`src/spi_params.svh`:
```
`ifndef SPI_PARAMS_SVH
`define SPI_PARAMS_SVH

// bus widths
`define AXI_ADDR_W      32
`define AXI_DATA_W      32
`define SPI_DATA_W      8      // one spi character

// register map, 32-bit spaced, byte lane 0 only
`define REG_CTRL_OFS    32'h0000_0000
`define REG_STAT_OFS    32'h0000_0004
`define REG_DATA_OFS    32'h0000_0008

// sclk = sys_clk / (base << spr)
`define SPI_DIV_BASE    4

// status byte layout
`define STAT_SPIF_BIT   7      // transfer complete
`define STAT_WCOL_BIT   6      // data write while busy
`define STAT_BUSY_BIT   0      // engine shifting

`endif

```
`src/axi_lite_pkg.sv`:
```
`include "spi_params.svh"

package axi_lite_pkg;

    // only the two codes this slave ever returns
    typedef enum logic [1:0] {
        OKAY   = 2'b00,
        SLVERR = 2'b10
    } axil_resp_e;

    // master side, no prot
    typedef struct packed {
        logic [`AXI_ADDR_W-1:0]     awaddr;
        logic                       awvalid;
        logic [`AXI_DATA_W-1:0]     wdata;
        logic [`AXI_DATA_W/8-1:0]   wstrb;   // only bit 0 matters here
        logic                       wvalid;
        logic                       bready;
        logic [`AXI_ADDR_W-1:0]     araddr;
        logic                       arvalid;
        logic                       rready;
    } axil_req_t;

    // slave side
    typedef struct packed {
        logic                       awready;
        logic                       wready;
        axil_resp_e                 bresp;
        logic                       bvalid;
        logic                       arready;
        logic [`AXI_DATA_W-1:0]     rdata;
        axil_resp_e                 rresp;
        logic                       rvalid;
    } axil_rsp_t;

endpackage

```
`src/spi_pkg.sv`:
```
`include "spi_params.svh"

package spi_pkg;

    // mode byte, msb first: SPIE SPE DORD MSTR CPOL CPHA SPR1 SPR0
    typedef struct packed {
        logic       spie;   // irq enable
        logic       spe;    // engine enable
        logic       dord;   // 1 = lsb first
        logic       rsvd;   // mstr slot, always zero
        logic       cpol;   // sclk idle level
        logic       cpha;   // 1 = sample on trailing edge
        logic [1:0] spr;    // divider select
    } spi_ctrl_fields_t;

    // bus sees raw, engine sees fields
    typedef union packed {
        logic [`SPI_DATA_W-1:0] raw;
        spi_ctrl_fields_t       f;
    } spi_ctrl_u;

    typedef struct packed {
        logic       spif;
        logic       wcol;
        logic [4:0] rsvd;
        logic       busy;
    } spi_status_t;

    // regs -> engine
    typedef struct packed {
        logic                   start;   // single cycle
        logic [`SPI_DATA_W-1:0] tx_byte;
    } spi_cmd_t;

    // engine -> regs
    typedef struct packed {
        logic                   busy;
        logic                   done;    // single cycle, end of byte
        logic [`SPI_DATA_W-1:0] rx_byte;
    } spi_result_t;

endpackage

```
`src/axi2spi_bridge.sv`:
```
`timescale 1ns/1ns

module axi2spi_bridge
    import axi_lite_pkg::*, spi_pkg::*;
(
    input  logic      sys_clk,
    input  logic      reset,
    input  axil_req_t axil_req,
    output axil_rsp_t axil_rsp,
    output logic      irq,
    output logic      sclk,
    output logic      mosi,
    input  logic      miso
);

    spi_cmd_t    spi_cmd;      // start + tx byte
    spi_ctrl_u   spi_ctrl;     // live mode byte
    spi_result_t spi_result;   // busy, done, rx byte

    // bus side, register file and flags
    axi_lite_regs regs0 (
        .sys_clk    (sys_clk),
        .reset      (reset),
        .axil_req   (axil_req),
        .axil_rsp   (axil_rsp),
        .spi_cmd    (spi_cmd),
        .spi_ctrl   (spi_ctrl),
        .spi_result (spi_result),
        .irq        (irq)
    );

    // pin side, one byte at a time
    spi_master_core core0 (
        .sys_clk    (sys_clk),
        .reset      (reset),
        .spi_cmd    (spi_cmd),
        .spi_ctrl   (spi_ctrl),
        .spi_result (spi_result),
        .sclk       (sclk),
        .mosi       (mosi),
        .miso       (miso)
    );

endmodule

```
`src/axi_lite_regs.sv`:
```
`timescale 1ns/1ns
`include "spi_params.svh"

module axi_lite_regs
    import axi_lite_pkg::*, spi_pkg::*;
(
    input  logic        sys_clk,
    input  logic        reset,
    input  axil_req_t   axil_req,
    output axil_rsp_t   axil_rsp,
    output spi_cmd_t    spi_cmd,
    output spi_ctrl_u   spi_ctrl,
    input  spi_result_t spi_result,
    output logic        irq
);

    // write channel state
    logic                   wr_rdy_q;   // awready and wready together
    logic                   bvalid_q;
    axil_resp_e             bresp_q;
    // read channel state
    logic                   ar_rdy_q;
    logic                   rvalid_q;
    axil_resp_e             rresp_q;
    logic [`AXI_DATA_W-1:0] rdata_q;
    // register contents
    spi_ctrl_u              ctrl_q;
    spi_ctrl_u              ctrl_wr;    // incoming byte with mstr cleared
    logic                   spif_q;
    logic                   wcol_q;
    logic [`SPI_DATA_W-1:0] rx_data_q;  // last received byte
    spi_status_t            stat;
    logic [`SPI_DATA_W-1:0] rd_byte;
    axil_resp_e             rd_resp;
    // handshakes and decode
    logic                   wr_hs, rd_hs;
    logic                   wr_en;
    logic                   wr_ctrl, wr_stat, wr_data;
    logic                   rd_ctrl, rd_stat, rd_data;

    assign wr_hs = axil_req.awvalid && axil_req.wvalid && wr_rdy_q;
    assign rd_hs = axil_req.arvalid && ar_rdy_q;
    assign wr_en = wr_hs && axil_req.wstrb[0];   // lane 0 or nothing

    assign wr_ctrl = (axil_req.awaddr == `REG_CTRL_OFS);
    assign wr_stat = (axil_req.awaddr == `REG_STAT_OFS);   // read only yet answers OKAY
    assign wr_data = (axil_req.awaddr == `REG_DATA_OFS);
    assign rd_ctrl = (axil_req.araddr == `REG_CTRL_OFS);
    assign rd_stat = (axil_req.araddr == `REG_STAT_OFS);
    assign rd_data = (axil_req.araddr == `REG_DATA_OFS);

    // ready one cycle after both valids and bvalid one cycle later
    always_ff @(posedge sys_clk) begin
        if (reset) begin
            wr_rdy_q <= 1'b0;
            bvalid_q <= 1'b0;
            bresp_q  <= OKAY;
        end else begin
            wr_rdy_q <= axil_req.awvalid && axil_req.wvalid && !wr_rdy_q && !bvalid_q;
            if (wr_hs) begin
                bvalid_q <= 1'b1;
                bresp_q  <= (wr_ctrl || wr_stat || wr_data) ? OKAY : SLVERR;
            end else if (axil_req.bready) begin
                bvalid_q <= 1'b0;
            end
        end
    end

    // read side has the same two cycle shape
    always_ff @(posedge sys_clk) begin
        if (reset) begin
            ar_rdy_q <= 1'b0;
            rvalid_q <= 1'b0;
            rresp_q  <= OKAY;
            rdata_q  <= '0;
        end else begin
            ar_rdy_q <= axil_req.arvalid && !ar_rdy_q && !rvalid_q;
            if (rd_hs) begin
                rvalid_q <= 1'b1;
                rresp_q  <= rd_resp;
                rdata_q  <= {{(`AXI_DATA_W-`SPI_DATA_W){1'b0}}, rd_byte};
            end else if (axil_req.rready) begin
                rvalid_q <= 1'b0;
            end
        end
    end

    always_comb begin
        ctrl_wr.raw    = axil_req.wdata[`SPI_DATA_W-1:0];
        ctrl_wr.f.rsvd = 1'b0;   // no slave mode
    end

    // status byte assembled by bit position
    always_comb begin
        stat                 = '0;
        stat[`STAT_SPIF_BIT] = spif_q;
        stat[`STAT_WCOL_BIT] = wcol_q;
        stat[`STAT_BUSY_BIT] = spi_result.busy;
    end

    always_comb begin
        rd_byte = '0;
        rd_resp = OKAY;
        if (rd_ctrl)      rd_byte = ctrl_q.raw;
        else if (rd_stat) rd_byte = stat;
        else if (rd_data) rd_byte = rx_data_q;
        else              rd_resp = SLVERR;   // unmapped
    end

    always_ff @(posedge sys_clk) begin
        if (reset) begin
            ctrl_q    <= '0;
            spif_q    <= 1'b0;
            wcol_q    <= 1'b0;
            rx_data_q <= '0;
        end else begin
            if (wr_en && wr_ctrl)
                ctrl_q <= ctrl_wr;
            // any data access clears the flags
            if ((wr_en && wr_data) || (rd_hs && rd_data)) begin
                spif_q <= 1'b0;
                wcol_q <= 1'b0;
            end
            if (wr_en && wr_data && spi_result.busy)
                wcol_q <= 1'b1;   // byte dropped and shifter untouched
            if (spi_result.done) begin
                spif_q    <= 1'b1;   // wins over a same-cycle clear
                rx_data_q <= spi_result.rx_byte;
            end
        end
    end

    // kick the engine in the handshake cycle itself
    assign spi_cmd.start   = wr_en && wr_data && ctrl_q.f.spe && !spi_result.busy;
    assign spi_cmd.tx_byte = axil_req.wdata[`SPI_DATA_W-1:0];
    assign spi_ctrl        = ctrl_q;
    assign irq             = spif_q && ctrl_q.f.spie;

    always_comb begin
        axil_rsp         = '0;
        axil_rsp.awready = wr_rdy_q;
        axil_rsp.wready  = wr_rdy_q;
        axil_rsp.bvalid  = bvalid_q;
        axil_rsp.bresp   = bresp_q;
        axil_rsp.arready = ar_rdy_q;
        axil_rsp.rvalid  = rvalid_q;
        axil_rsp.rresp   = rresp_q;
        axil_rsp.rdata   = rdata_q;
    end

    a_bvalid_hold: assert property (@(posedge sys_clk) disable iff (reset)
        axil_rsp.bvalid && !axil_req.bready |=> axil_rsp.bvalid);

    a_rvalid_hold: assert property (@(posedge sys_clk) disable iff (reset)
        axil_rsp.rvalid && !axil_req.rready |=> axil_rsp.rvalid && $stable(axil_rsp.rdata));

    // engine must report busy right after a start
    a_start_idle: assert property (@(posedge sys_clk) disable iff (reset)
        spi_cmd.start |=> spi_result.busy);

endmodule

```
`src/spi_master_core.sv`:
```
`timescale 1ns/1ns
`include "spi_params.svh"

module spi_master_core
    import spi_pkg::*;
(
    input  logic        sys_clk,
    input  logic        reset,
    input  spi_cmd_t    spi_cmd,
    input  spi_ctrl_u   spi_ctrl,
    output spi_result_t spi_result,
    output logic        sclk,
    output logic        mosi,
    input  logic        miso
);

    // sequencing
    logic                   busy_q;
    logic                   done_q;
    logic [3:0]             div_cnt;    // sys_clk cycles left in this half period
    logic [3:0]             edge_cnt;   // sclk edges so far, 16 per byte
    logic                   sclk_q;
    logic                   mosi_q;
    // mode held for the whole byte
    logic                   cpha_q;
    logic                   dord_q;
    logic [1:0]             spr_q;
    // data path
    logic [`SPI_DATA_W-1:0] sr_q;       // tx bits not yet driven
    logic [`SPI_DATA_W-1:0] rx_q;
    logic                   edge_evt;
    logic                   drive_now;
    logic                   sample_now;
    logic                   launch;

    // half period length minus one, 1..15
    function automatic logic [3:0] half_m1(input logic [1:0] spr);
        logic [4:0] half;
        half = 5'((`SPI_DIV_BASE / 2) << spr);
        return 4'(half - 5'd1);
    endfunction

    function automatic logic head_bit(input logic [`SPI_DATA_W-1:0] x, input logic lsb_first);
        return lsb_first ? x[0] : x[`SPI_DATA_W-1];
    endfunction

    function automatic logic [`SPI_DATA_W-1:0] shift_out(input logic [`SPI_DATA_W-1:0] x,
                                                         input logic lsb_first);
        return lsb_first ? (x >> 1) : (x << 1);
    endfunction

    assign launch   = !busy_q && spi_cmd.start;
    assign edge_evt = busy_q && (div_cnt == 4'd0);   // sclk toggles here
    // even edge counts are leading edges
    assign drive_now  = edge_cnt[0] != cpha_q;
    assign sample_now = edge_cnt[0] == cpha_q;

    always_ff @(posedge sys_clk) begin
        if (reset) begin
            busy_q   <= 1'b0;
            done_q   <= 1'b0;
            div_cnt  <= '0;
            edge_cnt <= '0;
            sclk_q   <= 1'b0;
            mosi_q   <= 1'b0;
        end else begin
            done_q <= 1'b0;
            if (!busy_q) begin
                sclk_q <= spi_ctrl.f.cpol;   // idle level tracks cpol
                if (spi_cmd.start) begin
                    busy_q   <= 1'b1;
                    div_cnt  <= half_m1(spi_ctrl.f.spr);
                    edge_cnt <= '0;
                    if (!spi_ctrl.f.cpha)   // first bit must be out before edge 0
                        mosi_q <= head_bit(spi_cmd.tx_byte, spi_ctrl.f.dord);
                end
            end else if (div_cnt != 4'd0) begin
                div_cnt <= div_cnt - 4'd1;
            end else begin
                div_cnt  <= half_m1(spr_q);
                sclk_q   <= ~sclk_q;
                edge_cnt <= edge_cnt + 4'd1;
                if (drive_now)
                    mosi_q <= head_bit(sr_q, dord_q);
                if (edge_cnt == 4'd15) begin   // 16th edge, sclk back at cpol
                    busy_q <= 1'b0;
                    done_q <= 1'b1;
                end
            end
        end
    end

    always_ff @(posedge sys_clk) begin
        if (launch) begin
            cpha_q <= spi_ctrl.f.cpha;
            dord_q <= spi_ctrl.f.dord;
            spr_q  <= spi_ctrl.f.spr;
            // cpha 0 already put the head bit on mosi
            sr_q   <= spi_ctrl.f.cpha ? spi_cmd.tx_byte
                                      : shift_out(spi_cmd.tx_byte, spi_ctrl.f.dord);
        end else if (edge_evt) begin
            if (drive_now)
                sr_q <= shift_out(sr_q, dord_q);
            if (sample_now)
                rx_q <= dord_q ? {miso, rx_q[`SPI_DATA_W-1:1]}
                               : {rx_q[`SPI_DATA_W-2:0], miso};
        end
    end

    assign sclk               = sclk_q;
    assign mosi               = mosi_q;
    assign spi_result.busy    = busy_q;
    assign spi_result.done    = done_q;
    assign spi_result.rx_byte = rx_q;   // complete in the done cycle

    // one cycle lag after a cpol change, then locked to it
    a_sclk_idle: assert property (@(posedge sys_clk) disable iff (reset)
        !busy_q && $stable(spi_ctrl.f.cpol) |-> sclk == spi_ctrl.f.cpol);

endmodule

```
`config.mk`:
```
export PLATFORM = sky130hd
export DESIGN_NAME = axi2spi_bridge
export DESIGN_NICKNAME = d
export VERILOG_FILES = /design/src/axi_lite_pkg.sv /design/src/spi_pkg.sv /design/src/axi2spi_bridge.sv /design/src/axi_lite_regs.sv /design/src/spi_master_core.sv
export VERILOG_INCLUDE_DIRS = /design/src
export SDC_FILE = /design/constraint.sdc
export NUM_CORES = 1
export LEC_CHECK = 0
export BUFFER_PORTS_ARGS = -buffer_cell sky130_fd_sc_hd__buf_2
export CAP_MARGIN = 5
export CORE_MARGIN = 5
export CORE_UTILIZATION = 30
export CTS_BUF_LIST = sky130_fd_sc_hd__clkbuf_16
export CTS_CLUSTER_DIAMETER = 60
export DETAILED_ROUTE_END_ITERATION = 7
export HOLD_SLACK_MARGIN = 0.02
export SLEW_MARGIN = 20
export SYNTH_ARGS = -nofsm -noshare
export SYNTH_HDL_FRONTEND = slang
export SYNTH_SLANG_ARGS = --single-unit
export TNS_END_PERCENT = 30
```
`constraint.sdc`:
```
create_clock -name sys_clk -period 1.9 [get_ports sys_clk]
set_input_delay 0.095 -clock sys_clk [delete_from_list [all_inputs] [get_ports sys_clk]]
set_output_delay 0.095 -clock sys_clk [all_outputs]
set_load 0.02 [all_outputs]
```
==> run metrics, run 1 <==
Initial Util=30.80%; largest net degree at the start of global routing=21; Layout Skew=0.004621 ns; vias in the first global route=2,832; Startpoint Class=flop; Hold WC Path Type=in2reg; Ports=between 150 and 200; r2r startpoint=core0.div_cnt[0]; Period minus WS final=~1.8 ns; root buffer cell=clkbuf_16; PortBufs=98; Post-Route Utilization=about two fifths; fillers=1,087; Max IR drop VDD=around 330 uV; Reg2Reg Setup Slack=about 0.097 ns; CTS H-tree lvls=3; Final Cycle Share=a little over nine tenths; power density cells=~750 nW/um2; worst skew pair latency=around 0.32 ns; gr usage total=between 10% and 20%; Vias=2,890; Async SR Flop Fraction=0%; Seq/Total Area, Yosys=43.58%; Worst-Margin Slew=approximately 0.79 ns; mapped cell area=approximately 3400 um2; Die Height=roughly 120 um; R2R cell count=6; Synth Area per Inst=slightly below 10 um2; post-synth top area share=25.67%; Crit. End Element=flop; initial drt markers=around 110; clk buf depth=2; Slew HR=between 40% and 50%; CTS buffer count=9; core area=10,890 um2; R2R Path End=core0.div_cnt[3]; worst hold stages=3; total gr overflow=0; fin. max-slew vios=0; Synth Warn #=0; number of synthesized register bits=63; WL per Instance=approximately 15 um; top_reg_cell synth=dfxtp_1; top cells by area, synth=dfxtp_1 (26%), edfxtp_1 (18%), mux2i_1 (9.0%); area grow syn2layout=27.69%; status=completed; die area=approximately 13,000 um2; Max Cap Viol=0; clk sinks=between 60 and 70; FP Rows=38; gpl congestion=around 0.84; post-route ant nets=0; kind of critical path=reg2reg; worst-path fanout max=3; Leakage=about 1.7 nW; Worst Path Required=2.16 ns; FMAX=between 0.5 and 0.6 GHz; global-route wire length before repair=around 14,000 um; drt pass-1 iters=4; RSZ-0062 raised after global routing=false; clock slew seen by the registers of the worst setup and hold paths=roughly 0.060 ns; initial antenna violation count=0; EDFF count, synth=20; Antenna diodes=0; drt drc=0; CP Data Arrival Time=roughly 2.1 ns; chip width=around 120 um; vias per inst=approximately 5; most instantiated cells after synthesis=dfxtp_1 (43), nor2_1 (40), buf_4 (31); HP Start=axil_req[0]; TritonCTS clock tree=yes; count of cell types in the netlist=about 50; Fin Hold WS=about 0.034 ns; post-DP HPWL=6617 um; nets=between 500 and 600; post-CTS setup buffer count=0; WL final=between 8000 and 9000 um; fraction of layout cells with a size suffix above 1=between 30% and 40%; Total Power=between 3 and 4 mW; cell with the most instances after synthesis=dfxtp_1; post-synth top area cell=dfxtp_1; final hold viol count=0; # setup viols final=0; worst hold endpoint=regs0.rvalid_q; Gate Count Post-Synth=342
==> final cells by class <==
cell class,instances,area [um2],share of cell area [%]
clock buffer,11,275.3,6.429
clock inverter,5,20.02,0.4676
inverter,9,33.78,0.7890
multi-input combinational,248,1663,38.84
sequential,63,1461,34.13
tap,140,175.2,4.091
timing repair buffer,119,653.1,15.25
==> layer usage <==
layer | vias to the layer above | track usage, % | part of all wire [%]
met5 | - | 0 | 0
met4 | 0 | 3.403 | 0.85
met3 | 6 | 4.439 | 8.1
met2 | 94 | 22.03 | 48
met1 | 1368 | 15.75 | 43
li1 | 1422 | - | -
==> cells in the final DEF (no fill, tap or decap), types with 2 or more instances in the layout <==
cell type / Yosys / layout
buf_2: 1 / 98
dfxtp_1: 43 / 43
nor2_1: 40 / 40
mux2i_1: 30 / 30
conb_1: 1 / 26
edfxtp_1: 20 / 20
buf_4: 31 / 19
nand2_1: 17 / 16
a21oi_1: 16 / 16
nor4_1: 15 / 14
inv_1: 9 / 11
clkbuf_16: 0 / 11
nand4_1: 9 / 9
mux2_2: 8 / 8
nand2b_1: 8 / 8
a211oi_2: 6 / 6
nand3_1: 7 / 6
nor4_2: 4 / 5
a2111oi_0: 5 / 5
nor3_1: 5 / 5
o21ai_0: 5 / 5
xor2_1: 4 / 4
a22oi_1: 4 / 4
a211oi_1: 4 / 4
a221oi_1: 4 / 4
a21o_1: 3 / 3
a32o_1: 3 / 3
and3_1: 2 / 2
nor2b_1: 2 / 2
o21ai_1: 2 / 2
and2_1: 2 / 2
nor4b_1: 2 / 2
ha_1: 2 / 2
clkinv_1: 0 / 2
dlygate4sd3_1: 0 / 2
==> stage by stage <==
stage               cell area, um2  setup TNS (ns)  setup WS (ns)  std cells
finish                        4282               0        0.09734        595
global route                  4282               0        0.02973        595
CTS                           4275               0        0.04419        595
detailed placement            3960         -0.7365       -0.04986        577
global placement              3960         -0.6386       -0.04309        577
floorplan                     3455               0       0.006140        367
==> critical path, stage by stage, from the launching register on <==
cell	delay (ns)
dfxtp_1	0.33
nor4_2	0.40
buf_4	0.19
nor4b_1	0.32
a211oi_1	0.13
a211o_1	0.30
nand4_1	0.08
==> cell families (layout without fill, tap and decap cells) <==
kind of cell / Yosys count / after routing / share of synthesized area [%]
muxes: 38 / 38 / 11.64
and+or+nand+nor: 121 / 121 / 19.96
adders and majority gates: 2 / 2 / 0.7461
buffers and inverters: 56 / 144 / 10.04
other: 1 / 26 / 0.1118
DFF: 63 / 63 / 43.58
AOI/OAI and AO/OA: 56 / 56 / 12.61
xor gates and xnor gates: 5 / 5 / 1.306
==> how the worst max path moves through the flow <==
stage	start	end	slack [ns]	cells after the start
2_1_floorplan	core0.div_cnt[0]	core0.div_cnt[2]	0.006	7
3_3_place_gp	axil_req[90]	core0.sr_q[4]	-0.04	5
3_5_place_dp	axil_req[90]	core0.sr_q[0]	-0.05	5
6_report	core0.div_cnt[0]	core0.div_cnt[3]	0.1	6
4_1_cts	regs0.wr_rdy_q	core0.sr_q[2]	0.04	4
5_1_grt	regs0.wr_rdy_q	core0.sr_q[2]	0.03	5
==> timing repair <==
action                                  CTS  global route
hold buffers                              2             0
resized for setup                         0             1
endpoints found under the setup margin    0            20
endpoints found under the hold margin     1             0
==> registers in the layout, summed over array words and instances, names as in the netlist, 2 cells and up <==
register         flops
core0.div_cnt        4
core0.edge_cnt       4
core0.rx_q           8
core0.spr_q          2
core0.sr_q           8
regs0.rdata_q        8
regs0.rx_data_q      8
regs0.spi_ctrl       7
==> where the power goes <==
part	switching, mW	total, mW	internal (mW)
clock	0.570	1.59	1.02
combinational	0.147	0.240	0.0927
sequential	0.00443	1.39	1.39
total	0.721	3.22	2.50
Note: power is estimated with default switching activity, not from simulation.
==> run 2: changes to the inputs <==
==> constraint.sdc (replaced) <==
create_clock -name sys_clk -period 1.8 [get_ports sys_clk]
set_input_delay 0.09 -clock sys_clk [delete_from_list [all_inputs] [get_ports sys_clk]]
set_output_delay 0.09 -clock sys_clk [all_outputs]
set_load 0.02 [all_outputs]
==> run metrics, run 2 (synthesis gave the netlist of run 1 again) <==
status=completed; Period minus WS final=about 1.8 ns; root buffer cell=clkbuf_16; post-CTS setup buffer count=0; Ports=152; RSZ-0062 raised after global routing=true; gr usage total=a little over an eighth; TritonCTS clock tree=yes; total gr overflow=0; drt drc=0; clock slew seen by the registers of the worst setup and hold paths=approximately 0.050 ns; Hold WC Path Type=in2reg; worst hold endpoint=regs0.rvalid_q; Leakage=about 1.8 nW; Startpoint Class=flop; FP Rows=38; nets=567; area grow syn2layout=30.00%; initial drt markers=154; worst hold stages=3; Die Height=between 100 and 150 um; largest net degree at the start of global routing=23; Max IR drop VDD=between 300 and 400 uV; Final Cycle Share=97.89%; most frequent cells in the layout=buf_2 (98), dfxtp_1 (42), nor2_1 (40), mux2i_1 (30), conb_1 (26); CP Data Arrival Time=between 1.5 and 2 ns; initial antenna violation count=0; Worst path slowest cell=or4_4; HP Start=axil_req[0]; Max Cap Viol=0; Worst-Margin Slew=between 0.5 and 0.6 ns; global-route wire length before repair=13,720 um; Layout Skew=0.005745 ns; Antenna diodes=0; placed insts=just under 600; kind of critical path=reg2reg; fin. max-slew vios=0; final hold viol count=0; worst-path fanout max=5; Crit. End Element=flop; Post-Route Utilization=about two fifths; Worst Path Required=approximately 1.9 ns; power density cells=approximately 740 nW/um2; drt pass-1 iters=4; PortBufs=between 90 and 100; Vias=between 2k and 3k; WL final=9170 um; r2r startpoint=regs0.wr_rdy_q; CP max stage delay=0.60 ns; clk sinks=between 60 and 70; FMAX=0.5675 GHz; Reg2Reg Setup Slack=0.04 ns; worst skew pair latency=~0.33 ns; most common cell after layout, fill and taps aside=buf_2; die area=~13,000 um2; CTS H-tree lvls=3; post-DP HPWL=6730 um; R2R Path End=core0.sr_q[6]; fraction of layout cells with a size suffix above 1=a little over a third; vias per inst=between 4 and 5; WL per Instance=between 15 and 20 um; R2R cell count=5; vias in the first global route=between 2k and 3k; gpl congestion=0.8027; CTS buffer count=9; clk buf depth=2; chip width=between 100 and 150 um; fin cells=around 600; core area=10,890 um2; Initial Util=between 30 and 40%; cells along the critical path=and3_4 -> nand3_4 -> or4_4 -> a211oi_2 -> a21oi_1; Slew HR=around 65%; post-route ant nets=0; # setup viols final=0
[run 2: changes by cell type in the layout (fill, tap and decap cells not counted), sizes merged]
| cell | change |
|---|---|
| or4 | +2 |
| buf | +5 |
| clkbuf | -2 |
| clkinvlp | +1 |
| clkinv | +1 |
[run 2: where the power goes]
group          internal [mW]  switching (mW)  total [mW]
registers               1.47         0.00598        1.47
clock network          0.905           0.606        1.51
logic                 0.0994           0.157       0.257
[run 2: routing by layer]
layer	share of wire [%]	wire length [um]	GRT usage, %
met5	0	0	0
met4	0.32	29	3.326
met3	8.0	735	4.021
met2	46	4241	21.49
met1	45	4163	16.67
[run 2: what timing repair did]
| action | CTS | global route |
|---|---|---|
| setup endpoints to repair | 20 | 13 |
| gates resized for setup | 0 | 6 |
| pin swaps | 1 | 7 |
| endpoints found under the hold margin | 1 | 0 |
| hold buffers | 2 | 0 |
| gates cloned | 0 | 2 |
[run 2: final cells by class]
cell class | instances | area, um2
clock buffers | 9 | 225.2
clock inverters | 7 | 32.53
fillers | 1088 | 6529
inverters | 9 | 33.78
multi-input cells | 250 | 1727
flip-flops and latches | 63 | 1463
well taps | 140 | 175.2
repair buffers | 124 | 703.2
[run 2: worst max-delay path by stage]
stage | endpoint | slack [ns] | startpoint
after detailed placement | core0.sr_q[3] | -0.15 | axil_req[90]
after global placement | core0.sr_q[4] | -0.12 | axil_req[74]
after global routing | core0.sr_q[3] | -0.03 | regs0.wr_rdy_q
final | core0.sr_q[6] | 0.04 | regs0.wr_rdy_q
after floorplan | core0.sr_q[1] | -0.04 | regs0.wr_rdy_q
after CTS | core0.sr_q[1] | 0.003 | regs0.wr_rdy_q
[run 2: stage by stage]
stage               setup WS (ns)  hold WS, ns  instance area [um2]  setup TNS, ns  power (mW)
floorplan                -0.04242       0.2094                 3493        -0.2870       1.670
global placement          -0.1201       0.3304                 4046         -1.640       1.750
detailed placement        -0.1516       0.3415                 4046         -2.180       1.754
CTS                      0.003037      0.02794                 4324              0       3.275
global route             -0.02591      0.04941                 4359        -0.1350       3.364
finish                    0.03789      0.04121                 4359              0       3.241
[run 2: worst max-delay path: cells and delay by family, from the launching register on]
family,cells,cell delay [ns]
simple gates,3,0.92
compound gates,2,0.28
flops,1,0.32
==> run 3: changes to the inputs <==
--- a/config.mk
+++ b/config.mk
@@ -6,6 +6,7 @@
 export SDC_FILE = /design/constraint.sdc
 export NUM_CORES = 1
 export LEC_CHECK = 0
+export ABC_AREA = 1
 export BUFFER_PORTS_ARGS = -buffer_cell sky130_fd_sc_hd__buf_2
 export CAP_MARGIN = 5
 export CORE_MARGIN = 5
@@ -13,7 +14,9 @@
 export CTS_BUF_LIST = sky130_fd_sc_hd__clkbuf_16
 export CTS_CLUSTER_DIAMETER = 60
 export DETAILED_ROUTE_END_ITERATION = 7
+export GPL_TIMING_DRIVEN = 0
 export HOLD_SLACK_MARGIN = 0.02
+export SKIP_LAST_GASP = 1
 export SLEW_MARGIN = 20
 export SYNTH_ARGS = -nofsm -noshare
 export SYNTH_HDL_FRONTEND = slang
==> run metrics, run 3 <==
Startpoint Class=flop; power density cells=slightly above 700 nW/um2; Worst Path Required=roughly 1.8 ns; global-route wire length before repair=between 15,000 and 20,000 um; M2 GR Usage=about a fifth; RSZ-0062 raised after global routing=true; post-synth top area share=between 20% and 30%; nets=721; post-CTS setup buffer count=0; Fin Hold WS=approximately 0.059 ns; Worst path slowest cell=dfxtp_1; initial antenna violation count=0; Seq/Total Area, Yosys=~40%; drt pass-1 iters=5; status=completed; Hold WC Path Type=in2reg; Total Power=about 3.4 mW; WL final=just over 9000 um; post-route ant nets=0; FMAX=0.6075 GHz; post-DP HPWL=between 7000 and 8000 um; most common cell after layout, fill and taps aside=buf_2; Crit. End Element=flop; fin. max-slew vios=0; Synth Warn #=0; CTS H-tree lvls=3; cell with the most instances after synthesis=nand2_1; Antenna diodes=0; vias per inst=roughly 4.6; worst-path fanout max=10; Vias=roughly 3.5k; Synth Area per Inst=between 7 and 8 um2; Slew HR=between 60% and 70%; Worst-Margin Slew=0.5288 ns; gr busiest metal=met2; largest net degree at the start of global routing=14; Max IR drop VDD=around 420 uV; Final Cycle Share=about nine tenths; CP max stage delay=around 0.37 ns; Post-Route Utilization=slightly below 40%; # setup viols final=0; Period minus WS final=around 1.6 ns; worst skew pair latency=about 0.33 ns; top cells by area, synth=dfxtp_1 (24%), edfxtp_1 (17%), nand2_1 (9.0%); number of synthesized register bits=63; fraction of layout cells with a size suffix above 1=slightly below 30%; most instantiated cells after synthesis=nand2_1 (87), nor2_1 (60), dfxtp_1 (43); routing usage on met1=between 15 and 20%; total gr overflow=0; WL per Instance=around 12 um; Die Height=roughly 120 um; gr usage total=between 10% and 20%; Leakage=around 2.2 nW; core area=approximately 12,000 um2; CP Data Arrival Time=approximately 1.6 ns; gpl congestion=roughly 0.83; Top delay family on crit path=simple AND/OR/NAND/NOR gates; Ports=about 150; count of cell types in the netlist=44; clk buf depth=2; die area=roughly 14,000 um2; initial drt markers=174; final hold viol count=0; Layout Skew=between 0.005 and 0.006 ns; Max Cap Viol=0; area grow syn2layout=30.50%; CTS buffer count=9; clock slew seen by the registers of the worst setup and hold paths=0.05 ns; setup TNS=0 ns; Initial Util=30.30%; Async SR Flop Fraction=0%; cells along the critical path=nand3_1 -> nor2_1 -> nand4_4 -> buf_6 -> o21ai_2; TritonCTS clock tree=yes; Gate Count Post-Synth=472; chip width=119.7 um; FP Rows=40; drt drc=0; PortBufs=just under 100; most frequent cells in the layout=buf_2 (101), nand2_1 (87), nor2_1 (59), inv_1 (44), dfxtp_1 (43); EDFF count, synth=20; mapped cell area=3610 um2; post-synth top area cell=dfxtp_1; top_reg_cell synth=dfxtp_1; kind of critical path=reg2reg; vias in the first global route=3,347; met3 Resource Use GR=under 10%; Reg2Reg Setup Slack=around 0.15 ns; clk sinks=63; Bufs and invs on worst path=1; root buffer cell=clkbuf_16
==> run 3: routing by layer <==
layer / vias to the layer above / routed length (um)
li1: 1795 / -
met3: 14 / 816
met5: - / 0
met2: 154 / 4094
met4: 0 / 98
met1: 1534 / 4091
==> run 3: final timing paths <==
kind	cells past startpoint	startpoint	endpoint
max	5	regs0.wr_rdy_q	core0.sr_q[7]
min	3	axil_req[42]	regs0.spi_ctrl[2]
max reg2reg	5	regs0.wr_rdy_q	core0.sr_q[7]
min reg2reg	1	regs0.rvalid_q	regs0.ar_rdy_q
==> run 3: kinds of logic after synthesis <==
group / count (synthesis) / synth area share, %
DFF: 63 / 40.49
other: 1 / 0.1039
xor gates and xnor gates: 2 / 0.4854
AOI/OAI and AO/OA: 91 / 14.87
adders and majority gates: 2 / 0.6931
buffers and inverters: 94 / 13.93
and+or+nand+nor: 213 / 27.76
muxes: 6 / 1.664
==> run 3: worst reg2reg max path, cell delays in order, from the launching register on <==
cell,delay [ns]
dfxtp_1,0.37
nand3_1,0.14
nor2_1,0.29
nand4_4,0.15
buf_6,0.17
o21ai_2,0.18
==> run 3: cell type report <==
| cell class | instances | area [um2] |
|---|---|---|
| Fill cell | 1220 | 7201 |
| Multi-Input combinational cell | 340 | 1745 |
| Sequential cell | 63 | 1461 |
| Timing Repair Buffer | 103 | 540.5 |
| Buffer | 45 | 315.3 |
| Clock buffer | 10 | 250.2 |
| Inverter | 49 | 187.7 |
| Tap cell | 147 | 183.9 |
| Clock inverter | 6 | 26.28 |
==> run 3: through the flow <==
| step | worst slack [ns] | std cells | area, um2 |
|---|---|---|---|
| 2_1_floorplan | 0.1280 | 497 | 3704 |
| 3_3_place_gp | -0.2141 | 742 | 4378 |
| 3_5_place_dp | -0.2792 | 742 | 4378 |
| 4_1_cts | 0.09250 | 763 | 4708 |
| 5_1_grt | -0.02160 | 763 | 4711 |
| 6_report | 0.1539 | 763 | 4711 |
==> run 3: repair_timing <==
item | CTS | global route
setup endpoints to repair | 8 | 16
hold buffers | 5 | 0
gates cloned | 0 | 0
hold endpoints to repair | 4 | 0
resized for setup | 2 | 1
==> run 3: where the power goes <==
part / internal [mW] / switching, mW / total [mW]
clock: 0.993 / 0.605 / 1.60
combinational: 0.150 / 0.173 / 0.324
sequential: 1.47 / 0.00655 / 1.47
total: 2.61 / 0.785 / 3.40
